==> src/eq_ifs.sv <==
`default_nettype none


// one divider lane, the quotient follows in_valid by dividend_width cycles
interface div_lane_if #(
    parameter int dividend_width = 32,
    parameter int divisor_width  = 24
) ();
    logic signed [dividend_width-1:0] dividend;
    logic [divisor_width-1:0]         divisor;
    logic                             in_valid;
    logic signed [dividend_width-1:0] quotient;
    logic                             out_valid;

    modport feed  (output dividend, divisor, in_valid);
    modport lane  (input dividend, divisor, in_valid, output quotient, out_valid);
    modport drain (input quotient, out_valid);
endinterface

`default_nettype wire

==> src/pipelined_divider.sv <==
`default_nettype none

module pipelined_divider #(
    parameter int dividend_width = 32,
    parameter int divisor_width  = 24
) (
    input  logic     clock,
    input  logic     reset,
    div_lane_if.lane lane
);

    localparam int last_stage = dividend_width - 1;

    logic                      in_neg;
    logic [dividend_width-1:0] in_mag;

    // divide magnitudes, sign comes back at the end
    assign in_neg = lane.dividend[dividend_width-1];
    assign in_mag = in_neg ? -lane.dividend : lane.dividend;

    // one restoring step per quotient bit, MSB first
    for (genvar s = 0; s < dividend_width; s++) begin : g_stage
        logic [divisor_width-1:0]  rem_in;
        logic [dividend_width-1:0] acc_in;
        logic [divisor_width-1:0]  dsr_in;
        logic                      neg_in;
        logic                      vld_in;
        logic [divisor_width:0]    trial;
        logic                      fits;

        logic [divisor_width-1:0]  rem_q;
        logic [dividend_width-1:0] acc_q;
        logic [divisor_width-1:0]  dsr_q;
        logic                      neg_q;
        logic                      vld_q;

        if (s == 0) begin : g_head
            assign rem_in = '0;
            assign acc_in = in_mag;
            assign dsr_in = lane.divisor;
            assign neg_in = in_neg;
            assign vld_in = lane.in_valid;
        end else begin : g_tail
            assign rem_in = g_stage[s-1].rem_q;
            assign acc_in = g_stage[s-1].acc_q;
            assign dsr_in = g_stage[s-1].dsr_q;
            assign neg_in = g_stage[s-1].neg_q;
            assign vld_in = g_stage[s-1].vld_q;
        end

        // bring down the next dividend bit
        assign trial = {rem_in, acc_in[dividend_width-1]};
        assign fits  = (trial >= {1'b0, dsr_in});

        always_ff @(posedge clock) begin
            if (reset) begin
                vld_q <= 1'b0;
            end else begin
                vld_q <= vld_in;
            end
        end

        // quotient bits fill acc from the bottom as dividend bits leave the top
        always_ff @(posedge clock) begin
            rem_q <= fits ? divisor_width'(trial - {1'b0, dsr_in})
                          : trial[divisor_width-1:0];
            acc_q <= {acc_in[dividend_width-2:0], fits};
            dsr_q <= dsr_in;
            neg_q <= neg_in;
        end
    end

    // truncates toward zero
    assign lane.quotient  = g_stage[last_stage].neg_q ? -g_stage[last_stage].acc_q
                                                      : g_stage[last_stage].acc_q;
    assign lane.out_valid = g_stage[last_stage].vld_q;

    assert property (@(posedge clock) disable iff (reset)
        lane.in_valid |-> (lane.divisor != '0))
        else $error("divider lane started with a zero divisor");

endmodule

`default_nettype wire

==> src/flat_wrapper.sv <==
// flat-port wrapper written by rule: the top's interface ports become plain ports
module pipelined_divider_flat 
#(
    parameter int dividend_width = 32,
    parameter int divisor_width  = 24
)
  (clock, reset, lane_dividend, lane_divisor, lane_in_valid, lane_quotient, lane_out_valid);
  div_lane_if #(.dividend_width(dividend_width), .divisor_width(divisor_width)) lane_i ();
  input  logic clock;
  input  logic reset;
  input wire logic [$bits(lane_i.dividend)-1:0] lane_dividend;
  input wire logic [$bits(lane_i.divisor)-1:0] lane_divisor;
  input wire logic [$bits(lane_i.in_valid)-1:0] lane_in_valid;
  output wire logic [$bits(lane_i.quotient)-1:0] lane_quotient;
  output wire logic [$bits(lane_i.out_valid)-1:0] lane_out_valid;
  assign lane_i.dividend = lane_dividend;
  assign lane_i.divisor = lane_divisor;
  assign lane_i.in_valid = lane_in_valid;
  assign lane_quotient = lane_i.quotient;
  assign lane_out_valid = lane_i.out_valid;
  pipelined_divider #(.dividend_width(dividend_width), .divisor_width(divisor_width)) u_core (.clock(clock), .reset(reset), .lane(lane_i));
endmodule
==> config.mk <==
export PLATFORM = sky130hd
export DESIGN_NAME = pipelined_divider_flat
export DESIGN_NICKNAME = d
export VERILOG_FILES = /design/src/eq_ifs.sv /design/src/pipelined_divider.sv /design/src/flat_wrapper.sv
export SDC_FILE = /design/constraint.sdc
export NUM_CORES = 2
export LEC_CHECK = 0
export BUFFER_PORTS_ARGS = -buffer_cell sky130_fd_sc_hd__buf_4
export CAP_MARGIN = 20
export CORE_MARGIN = 1
export CORE_UTILIZATION = 56
export CTS_CLUSTER_DIAMETER = 80
export CTS_CLUSTER_SIZE = 8
export DETAILED_ROUTE_END_ITERATION = 8
export PLACE_DENSITY = 0.72
export SYNTH_ARGS = -nofsm -noshare
export SYNTH_HDL_FRONTEND = slang
export SYNTH_SLANG_ARGS = --single-unit
export TNS_END_PERCENT = 100
==> constraint.sdc <==
create_clock -name clock -period 7.31 [get_ports clock]
set_input_delay 0.3655 -clock clock [delete_from_list [all_inputs] [get_ports clock]]
set_output_delay 0.3655 -clock clock [all_outputs]
set_load 0.02 [all_outputs]
==> flow_metrics.py <==
metrics = {
    "timing": {
        "skew_ns": 0.0811,
        "period_needed_ns": 4.80,
        "fin_setup_tns_ns": 0,
        "finalHoldViolCount": 0,
        "max_slew_margin": 0.266,
        "finalCritPeriodShare": 0.657,
        "max_freq_ghz": 0.208,
        "worst-slew-pin-transition_ns": 1.10,
        "setup_viol": 0,
        "drv_slew": 0,
        "rsz0062_at_grt": "no",
    },
    "cts": {
        "clkTransAtPathRegs_ns": 0.05,
        "cts_sinks": 2576,
        "clkLatencyLatePin_ns": 0.96,
        "htreeDepth": 5,
        "cts_buffers": 371,
        "cts.path.max_buffers": 4,
        "clockRootBuffer": "clkbuf_16",
        "cts_tree": "done",
    },
    "grt": {
        "grt_max_degree": 50,
        "grt_pass1_wl_um": 347000,
        "grt_pass1_vias": 66395,
        "antenna_found_initial": 7,
        "grt_use_total": 0.241,
        "overflow": 0,
    },
    "layout": {
        "mostFrequentLayoutCell": "dfxtp_1",
        "nets": 10778,
        "final_layout_size_suffix_gt1_frac": 0.0914,
        "mostFrequentLayoutCells": "dfxtp_1 (2576), inv_1 (929), ha_1 (748), o21ai_0 (627), nand2_1 (593)",
        "area_growth_pct": 13.9,
        "utilization": 0.643,
    },
    "die": {
        "core_um2": 174000,
        "die_h_um": 421,
        "die_area_um2": 177000,
        "start_util": 0.565,
        "ios": 92,
        "die_x_um": 421,
        "rows": 153,
    },
    "synth": {
        "synth_fp_nets": 10396,
        "synthCells": 9559,
        "syn_area_per_cell_um2": 10.3,
        "async_flop_share": 0,
        "synth_ff_type": "dfxtp_1",
        "netlist_area_um2": 98400,
        "synth_edf_count": 0,
        "synth-seq-cells": 2576,
        "synth_cell_type_count": 92,
        "yosysSeqAreaShare": 0.524,
        "ys_warn_count": 0,
    },
    "critical_path": {
        "crit_path_max_incr_delay_ns": 0.54,
        "critical_path.max_fanout": 20,
        "required_ns": 8.13,
        "path_class": "in -> reg",
        "endpoint_kind": "flip-flop",
        "worst_path_max_delay_cell": "dlygate4sd3_1",
        "startpoint_type": "primary input",
        "worstPathCellList": "dlygate4sd3_1, buf_4, nor3_2, nand2_1, or3_4, or4_4, or3_1, or3_1, or3_4, or4_4, ha_1, inv_1, ha_1, a21oi_1, nor3b_2, buf_6, a21boi_0",
        "cp.arrival_ns": 5.62,
        "rrSetupSlack_ns": 3.21,
    },
    "drt": {
        "wl_um": 219000,
        "first_iter_violations": 4585,
        "highest_layer": "met4",
        "wl_met1_um": 99300,
        "post_drt_wl_per_cell_um": 17.8,
        "ant_nets": 0,
        "vias": 66598,
        "vias_per_cell": 5.41,
        "wl_met3_um": 10000,
        "met2_wirelength_um": 99300,
        "first_pass_iters": 6,
        "drc": 0,
    },
    "run": {
        "max_cap_violations": 0,
    },
    "power": {
        "vdd_ir_drop_max_v": 0.000233,
        "intPower_w": 0.0296,
        "swShare": 0.296,
        "power_frac_clock": 0.341,
        "fin_total_pwr_w": 0.0421,
        "powerDensity_nw_per_um2": 376,
        "switchingPower_w": 0.0125,
        "pwr-share-comb": 0.257,
        "p_leak_nw": 51.7,
        "power_frac_seq": 0.401,
    },
    "status": {
        "status": "finished, final reports clean",
    },
    "placement": {
        "gp_congestion": 0.931,
        "io_buffers": 91,
        "post-dp-hpwl_um": 160000,
    },
    "hold_path": {
        "hold_class": "in -> reg",
    },
}
## cell type report
class / instances / area, um^2
flip-flops and latches: 2576 / 51600
fillers: 13657 / 62100
clock inverters: 9 / 149
clock buffers: 374 / 9360
multi-input cells: 5861 / 42700
repair buffers: 202 / 1800
well taps: 2325 / 2910
diodes: 29 / 72.6
inverters: 929 / 3490
## stage by stage
stage	hold WS [ns]	instance area, um^2	setup WS (ns)	instances
6_report	0.107	112000	2.51	12305
4_1_cts	0.0121	112000	2.18	12272
3_3_place_gp	0.310	102000	1.80	11804
3_5_place_dp	0.312	102000	1.78	11805
2_1_floorplan	0.310	98400	2.91	9559
5_1_grt	0.0501	112000	2.31	12304
## power groups by stage
| stage | sequential, W | combinational (W) | clock (W) |
|---|---|---|---|
| final | 0.0169 | 0.0108 | 0.0144 |
| after global routing | 0.0170 | 0.0121 | 0.0154 |
| after CTS | 0.0169 | 0.0107 | 0.0147 |
| after detailed placement | 0.0171 | 0.0106 | 0 |
| after global placement | 0.0171 | 0.0103 | 0 |
| after floorplan | 0.0167 | 0.00847 | 0 |
## cells in the mapped netlist (153+ instances only)
| master | number | area share |
|---|---|---|
| clkbuf_1 | 153 | 0.0058 |
| dfxtp_1 | 2576 | 0.52 |
| a21oi_1 | 586 | 0.030 |
| inv_1 | 929 | 0.035 |
| o21ai_0 | 628 | 0.032 |
| nand2_1 | 593 | 0.023 |
| xor2_1 | 244 | 0.022 |
| nor2_1 | 430 | 0.016 |
| mux2_2 | 316 | 0.036 |
| ha_1 | 748 | 0.095 |
| a21o_1 | 284 | 0.022 |
| xnor2_1 | 388 | 0.035 |
## critical path, delay by kind of cell
family	cells	cell delay, ns
AND/OR/NAND/NOR	9	3.22
buffers and inverters	4	1.02
adder cells (fa/ha/maj)	2	0.69
AO/OA/AOI/OAI	2	0.31
## logic make-up (layout without fill, tap and decap cells)
kind of cell | count (synthesis) | after routing | synth area share
flip-flops | 2576 | 2576 | 0.524
adder cells (fa/ha/maj) | 778 | 778 | 0.101
XOR/XNOR | 632 | 632 | 0.0563
buffers and inverters | 1122 | 1514 | 0.0432
other | 0 | 29 | 0
AND/OR/NAND/NOR | 1892 | 1892 | 0.0937
multiplexers | 358 | 358 | 0.0404
AO/OA/AOI/OAI | 2201 | 2201 | 0.141
## metal layers
metal,up-vias,global-route usage
met4,0,0.117
li1,33461,-
met5,-,0
met1,31062,0.315
met3,464,0.0376
met2,1611,0.389
## final timing paths
path / from / endpoint / cells past startpoint
setup reg to reg: u_core.g_stage[23].dsr_q[3]$_DFF_P_ / u_core.g_stage[24].rem_q[13]$_DFF_P_ / 11
hold / removal: lane_dividend[0] / u_core.g_stage[0].acc_q[1]$_DFF_P_ / 2
hold reg to reg: u_core.g_stage[18].acc_q[23]$_DFF_P_ / u_core.g_stage[19].acc_q[24]$_DFF_P_ / 0
setup / recovery: lane_dividend[1] / u_core.g_stage[0].rem_q[14]$_SDFF_PN0_ / 17
## flip-flops by register name, indices dropped and copies added, names as in the netlist
| register | count |
|---|---|
| u_core.lane.out_valid | 1 |
| u_core.g_stage.acc_in | 32 |
| u_core.g_stage.rem_q | 720 |
| u_core.g_stage.rem_in | 24 |
| u_core.g_stage.neg_in | 1 |
| u_core.g_stage.dsr_in | 24 |
| u_core.g_stage.neg_q | 31 |
| u_core.g_stage.dsr_q | 720 |
| u_core.g_stage.vld_in | 1 |
| u_core.g_stage.vld_q | 30 |
| u_core.g_stage.acc_q | 992 |
## timing repair
| action | CTS | global route |
|---|---|---|
| endpoints found under the hold margin | 113 | 0 |
| buffers inserted | 0 | 0 |
| hold buffers | 84 | 0 |
| gates resized for setup | 0 | 0 |
Power figures use the tool's default switching activity.
