--- config.mk ---
export PLATFORM = sky130hd
export DESIGN_NAME = lts_estimator_flat
export DESIGN_NICKNAME = d
export VERILOG_FILES = /design/src/eq_types_pkg.sv /design/src/ofdm_pkg.sv /design/src/eq_ifs.sv /design/src/lts_estimator.sv /design/src/flat_wrapper.sv
export SDC_FILE = /design/constraint.sdc
export NUM_CORES = 2
export LEC_CHECK = 0
export BUFFER_PORTS_ARGS = -buffer_cell sky130_fd_sc_hd__buf_2
export CORE_MARGIN = 2
export CORE_UTILIZATION = 45
export CTS_BUF_LIST = sky130_fd_sc_hd__clkbuf_8 sky130_fd_sc_hd__clkbuf_16
export DETAILED_ROUTE_END_ITERATION = 8
export SETUP_SLACK_MARGIN = 0.15
export SLEW_MARGIN = 20
export SYNTH_ARGS = -nofsm -noshare
export SYNTH_HDL_FRONTEND = slang
export SYNTH_SLANG_ARGS = --single-unit
--- constraint.sdc ---
create_clock -name clock -period 8.99 [get_ports clock]
set_clock_uncertainty 0.15 [all_clocks]
set_input_delay 0.4495 -clock clock [delete_from_list [all_inputs] [get_ports clock]]
set_output_delay 0.4495 -clock clock [all_outputs]
set_load 0.01 [all_outputs]
--- src/eq_types_pkg.sv ---
`default_nettype none

package eq_types_pkg;

    localparam int iq_width     = 16;
    localparam int sample_width = 2 * iq_width;

    // I in the upper half, Q in the lower half
    typedef struct packed {
        logic signed [iq_width-1:0] i;
        logic signed [iq_width-1:0] q;
    } iq_t;

    // raw view for storage and transport, iq view for arithmetic
    typedef union packed {
        logic [sample_width-1:0] raw;
        iq_t                     iq;
    } sample_word_u;

    // one divider lane per component
    localparam int num_lanes = 2;
    localparam int lane_i    = 0;
    localparam int lane_q    = 1;

    typedef enum logic [1:0] {
        first_lts,
        second_lts,
        data_symbols
    } est_phase_t;

endpackage

`default_nettype wire

--- src/ofdm_pkg.sv ---
`default_nettype none

package ofdm_pkg;

    // one legacy OFDM symbol on a 64-point FFT
    localparam int fft_len = 64;

    typedef logic [$clog2(fft_len)-1:0] sc_idx_t;

    // all masks share one bit order
    // bit 0 is DC and bits 1 to 26 are subcarriers 1 to 26
    // bits 38 to 63 are subcarriers -26 to -1
    localparam logic [fft_len-1:0] sc_mask =
        64'b1111111111111111111111111100000000000111111111111111111111111110;

    // pilots sit at -7, -21, 21 and 7
    localparam logic [fft_len-1:0] pilot_mask =
        64'b0000001000000000000010000000000000000000001000000000000010000000;

    // occupied carriers without the four pilots
    localparam logic [fft_len-1:0] data_sc_mask = sc_mask & ~pilot_mask;

    // a set bit marks a subcarrier where the LTS symbol is -1
    localparam logic [fft_len-1:0] lts_ref =
        64'b0000101001100000010100110000000000000000010101100111110101001100;

    // equalized outputs per data symbol
    localparam int num_data_sc = 48;

endpackage

`default_nettype wire

--- src/eq_ifs.sv ---
`default_nettype none

// one subcarrier per valid pulse, no ready
interface sym_if
    import ofdm_pkg::*, eq_types_pkg::*;
();
    sample_word_u sample;
    sample_word_u est;
    sc_idx_t      idx;
    logic         valid;

    modport src (output sample, est, idx, valid);
    modport dst (input sample, est, idx, valid);
endinterface


`default_nettype wire

--- src/lts_estimator.sv ---
`default_nettype none

module lts_estimator
    import ofdm_pkg::*, eq_types_pkg::*;
(
    input  logic         clock,
    input  logic         reset,
    input  sample_word_u sample_i,
    input  logic         sample_stb_i,
    sym_if.src           sym
);

    localparam sc_idx_t last_idx = sc_idx_t'(fft_len - 1);

    // channel estimate per subcarrier
    logic [sample_width-1:0] chan_mem [fft_len];

    est_phase_t   phase;
    sc_idx_t      idx;
    logic         rd_en;
    logic         wr_en;

    // read stage
    logic         s1_stb;
    est_phase_t   s1_phase;
    sc_idx_t      s1_idx;
    sample_word_u s1_sample;
    sample_word_u s1_chan;

    sample_word_u avg;
    sample_word_u wr_word;

    // mean of the two LTS values, sign flipped where the reference is -1
    function automatic logic signed [iq_width-1:0] half_sum(
        input logic signed [iq_width-1:0] a,
        input logic signed [iq_width-1:0] b,
        input logic                       neg
    );
        logic signed [iq_width:0]   sum;
        logic signed [iq_width-1:0] half;
        sum  = a + b;
        half = sum[iq_width:1];
        return neg ? -half : half;
    endfunction

    assign rd_en = sample_stb_i && (phase != first_lts);
    assign wr_en = s1_stb && (s1_phase != data_symbols);

    always_comb begin
        avg.iq.i = half_sum(s1_sample.iq.i, s1_chan.iq.i, lts_ref[s1_idx]);
        avg.iq.q = half_sum(s1_sample.iq.q, s1_chan.iq.q, lts_ref[s1_idx]);
        // LTS1 goes in as received
        wr_word  = (s1_phase == first_lts) ? s1_sample : avg;
    end

    always_ff @(posedge clock) begin
        if (rd_en) begin
            s1_chan.raw <= chan_mem[idx];
        end
        if (wr_en) begin
            chan_mem[s1_idx] <= wr_word.raw;
        end
    end

    always_ff @(posedge clock) begin
        if (reset) begin
            phase     <= first_lts;
            idx       <= '0;
            s1_stb    <= 1'b0;
            sym.valid <= 1'b0;
        end else begin
            s1_stb    <= sample_stb_i;
            sym.valid <= s1_stb && (s1_phase == data_symbols);
            if (sample_stb_i) begin
                idx <= idx + 1'b1;
                if (idx == last_idx) begin
                    if (phase == first_lts) begin
                        phase <= second_lts;
                    end else begin
                        // the estimate then holds until the next reset
                        phase <= data_symbols;
                    end
                end
            end
        end
    end

    always_ff @(posedge clock) begin
        s1_phase   <= phase;
        s1_idx     <= idx;
        s1_sample  <= sample_i;
        sym.sample <= s1_sample;
        sym.est    <= s1_chan;
        sym.idx    <= s1_idx;
    end

    // averaging write for k lands while k+1 is read on back-to-back strobes
    assert property (@(posedge clock) disable iff (reset)
        (rd_en && wr_en) |-> (idx != s1_idx))
        else $error("channel memory read and write collide at index %0d", idx);

endmodule

`default_nettype wire

--- src/flat_wrapper.sv ---
// flat-port wrapper written by rule: the top's interface ports become plain ports
module lts_estimator_flat import ofdm_pkg::*, eq_types_pkg::*;
  (clock, reset, sample_i, sample_stb_i, sym_sample, sym_est, sym_idx, sym_valid);
  sym_if sym_i ();
  input  logic clock;
  input  logic reset;
  input  sample_word_u sample_i;
  input  logic sample_stb_i;
  output wire logic [$bits(sym_i.sample)-1:0] sym_sample;
  output wire logic [$bits(sym_i.est)-1:0] sym_est;
  output wire logic [$bits(sym_i.idx)-1:0] sym_idx;
  output wire logic [$bits(sym_i.valid)-1:0] sym_valid;
  assign sym_sample = sym_i.sample;
  assign sym_est = sym_i.est;
  assign sym_idx = sym_i.idx;
  assign sym_valid = sym_i.valid;
  lts_estimator u_core (.clock(clock), .reset(reset), .sample_i(sample_i), .sample_stb_i(sample_stb_i), .sym(sym_i));
endmodule
==> impl_metrics.yaml <==
setup_path:
  cp-start-kind: "flop"
  path_buf_inv: 1
  r2r_start: "u_core.s1_chan[5]"
  end_kind: "flop"
  crit_arrival_ps: 5060
  slowest_stage: "ha_1"
  crit_family: "compound AO/OA/AOI/OAI gates"
  critPathKind: "flop to flop"
  reg2reg_depth: 11
  r2r_end: "u_core.chan_mem[43][15]"
  crit_required_ps: 9400
  cp_max_fo: 64
  slowest_delay_ps: 690
  crit_path_frequent_cell: "xnor2_1"
  ff2ff_setup_slack_ps: 4340
  path_cells: "ha_1, nand2_1, a211o_1, and3_4, o31ai_1, xnor2_1, nand4_1, o41ai_1, xnor2_1, o21ai_4, buf_4"
power_and_ir_drop:
  ir_drop_mv: 0.225
  power_per_cell_area_nw_per_um2: 221
  leakagePower_nw: 29.8
drt:
  drt_wl_total_mm: 220
  first_pass_iters: 5
  drt-wirelength-per-cell_um: 33.2
  route.vias.total: 40400
  ant_nets: 0
  vias_per_cell: 6.09
  dr.first_iter.drc_count: 5108
  route.detailed.drc: 0
logic_synthesis:
  synthSimpleGateAreaFrac: 0.0169
  synthAdderAreaFrac: 0.00582
  synth_top_family_by_area: "multiplexers"
  synth_seq_cells: 2201
  yosysWarningCount: 0
  seq_area_frac_synth: 0.770
  postSynthCellCount: 3675
  synth_compound_area_frac: 0.0155
  async_flop_share: 0
  synth_edf_count: 2080
  ys.flop_type: "edfxtp_1"
  synth_area_per_cell_sq_um: 22.9
  synth_area_sq_um: 84300
  synth_nets: 3748
  synthMuxAreaShare: 0.176
  synth_cell_types: 77
  synth-xor-area-share: 0.00592
sta:
  drv_slew: 0
  setup_viol: 0
  period_share: 0.517
  layout_min_cycle_time_ps: 4650
  rsz0062_at_grt: "no"
  setup_tns_ps: 0
  setup_ws_ps: 4340
  fmax_mhz: 215
  slew_headroom: 0.235
  finalHoldViolCount: 0
  whs_ps: 80.7
  tightest_slew_ps: 1150
clock_tree:
  cts_max_level: 4
  cts_tree: "done"
  cts_buffers: 219
  cts_root_buf: "clkbuf_16"
  path_clk_slew_ps: 60
  insertion_delay_ps: 870
  clock_path_buffers: 3
  post_cts_buffers: 0
  cts.sinks: 2201
floorplan:
  die_height_um: 437
  dieArea_sq_um: 191000
  initial_utilization: 0.454
  placement_rows: 158
  die_w_um: 437
  core_sq_um: 186000
  io_pins: 106
grt:
  groute.usage.overall: 0.231
  grt_pass1_wl_mm: 308
  antenna_found_initial: 22
  grt_pass1_vias: 40200
  grt_max_degree: 141
  overflow: 0
place:
  dp_hpwl_mm: 116
  portBuffers: 105
  place_congestion: 0.851
  pre_cts_slack_ps: 4390
worst_hold_path:
  hp-start: "sample_i[12]"
  hp-class: "input port to flop"
  hold_end: "u_core.s1_sample[12]"
  min_path_cells: 2
final_layout:
  drive_gt1_frac: 0.314
  final_cell_mix: "2080 x edfxtp_1, 654 x mux4_2, 224 x clkbuf_16"
  area_growth_pct: 14.1
  nets: 4045
  final_common_cell: "edfxtp_1"
  fin_util: 0.518
flow_run:
  drv_cap: 0
outcome:
  status: "finished clean"
[flip-flops by register name, indices dropped and copies added, names as in the netlist, named ones only]
signal	cells
u_core.idx	6
u_core.sym.idx	6
u_core.sym.valid	1
u_core.s1_stb	1
u_core.phase	2
u_core.sym.sample	32
u_core.s1_idx	6
u_core.chan_mem	2048
u_core.s1_phase	2
u_core.s1_chan	32
u_core.sym.est	32
u_core.s1_sample	32
[per-stage QoR]
stage          instances  power (mW)  instance area (sq um)
2_1_floorplan       3675        12.4                  84300
3_3_place_gp        6196        12.8                  89000
3_5_place_dp        6196        12.8                  89000
4_1_cts             6640        21.4                  96200
5_1_grt             6640        21.9                  96200
6_report            6642        21.3                  96200
[cells in the mapped netlist (all sizes together) (6+ instances only)]
cell / number / share of area
edfxtp: 2080 / 0.74
a31oi: 15 / 0.0011
nor3b: 6 / 0.00053
o31ai: 6 / 0.00053
xnor2: 37 / 0.0038
and3: 8 / 0.00067
a21o: 11 / 0.00098
nand4: 9 / 0.00067
clkbuf: 126 / 0.0056
nor3: 12 / 0.00071
a21oi: 47 / 0.0029
inv: 17 / 0.00076
nor2b: 9 / 0.00067
dfxtp: 121 / 0.029
nand3: 18 / 0.0011
a211oi: 23 / 0.0020
nand2: 85 / 0.0038
mux4: 654 / 0.17
nor2: 120 / 0.0053
mux2i: 12 / 0.0014
and2: 15 / 0.0011
ha: 36 / 0.0053
buf: 65 / 0.0034
o21ai: 46 / 0.0028
xor2: 20 / 0.0021
[how the worst max path moves through the flow]
| stage | startpoint | to | slack, ps | cells after the start |
|---|---|---|---|---|
| floorplan | u_core.s1_chan[16] | u_core.chan_mem[0][30] | 2980 | 11 |
| global placement | u_core.s1_chan[5] | u_core.chan_mem[60][15] | 4430 | 11 |
| detailed placement | u_core.s1_chan[5] | u_core.chan_mem[58][15] | 4390 | 11 |
| CTS | u_core.s1_chan[5] | u_core.chan_mem[39][15] | 4350 | 11 |
| global route | u_core.s1_chan[5] | u_core.chan_mem[43][15] | 4160 | 11 |
| finish | u_core.s1_chan[5] | u_core.chan_mem[43][15] | 4340 | 11 |
[cell families after synthesis]
| group | count (synthesis) |
|---|---|
| simple gates | 309 |
| buf+inv | 209 |
| fa+ha+maj | 38 |
| compound gates | 193 |
| flops | 2201 |
| mux | 668 |
| xor+xnor | 57 |
[layout make-up]
cell class              instances  area [sq um]
diodes                          2          5.00
clock buffers                 230          5690
clock inverters               179          1140
fillers                     14400         89600
inverters                      18          67.6
multi-input cells            1265         19400
flip-flops and latches       2201         64900
well taps                    2480          3100
repair buffers                267          1900
[layer usage]
layer  up-vias  part of all wire  GRT usage
li1      16200                 -          -
met1     22100              0.41      0.331
met5         -                 0          0
met4         0             0.025     0.0625
met3       319             0.078     0.0370
met2      1784              0.49      0.369
[where the power goes]
part | internal (mW) | total [mW] | switching [mW]
Sequential | 11.2 | 11.3 | 0.0386
Combinational | 0.599 | 1.34 | 0.741
Clock | 4.83 | 8.64 | 3.81
Total | 16.7 | 21.3 | 4.59
[timing repair]
item,4_1_cts,5_1_grt
hold buffers,35,0
hold endpoints to repair,42,0
gates resized for setup,0,0
(Power assumes the default switching activity.)
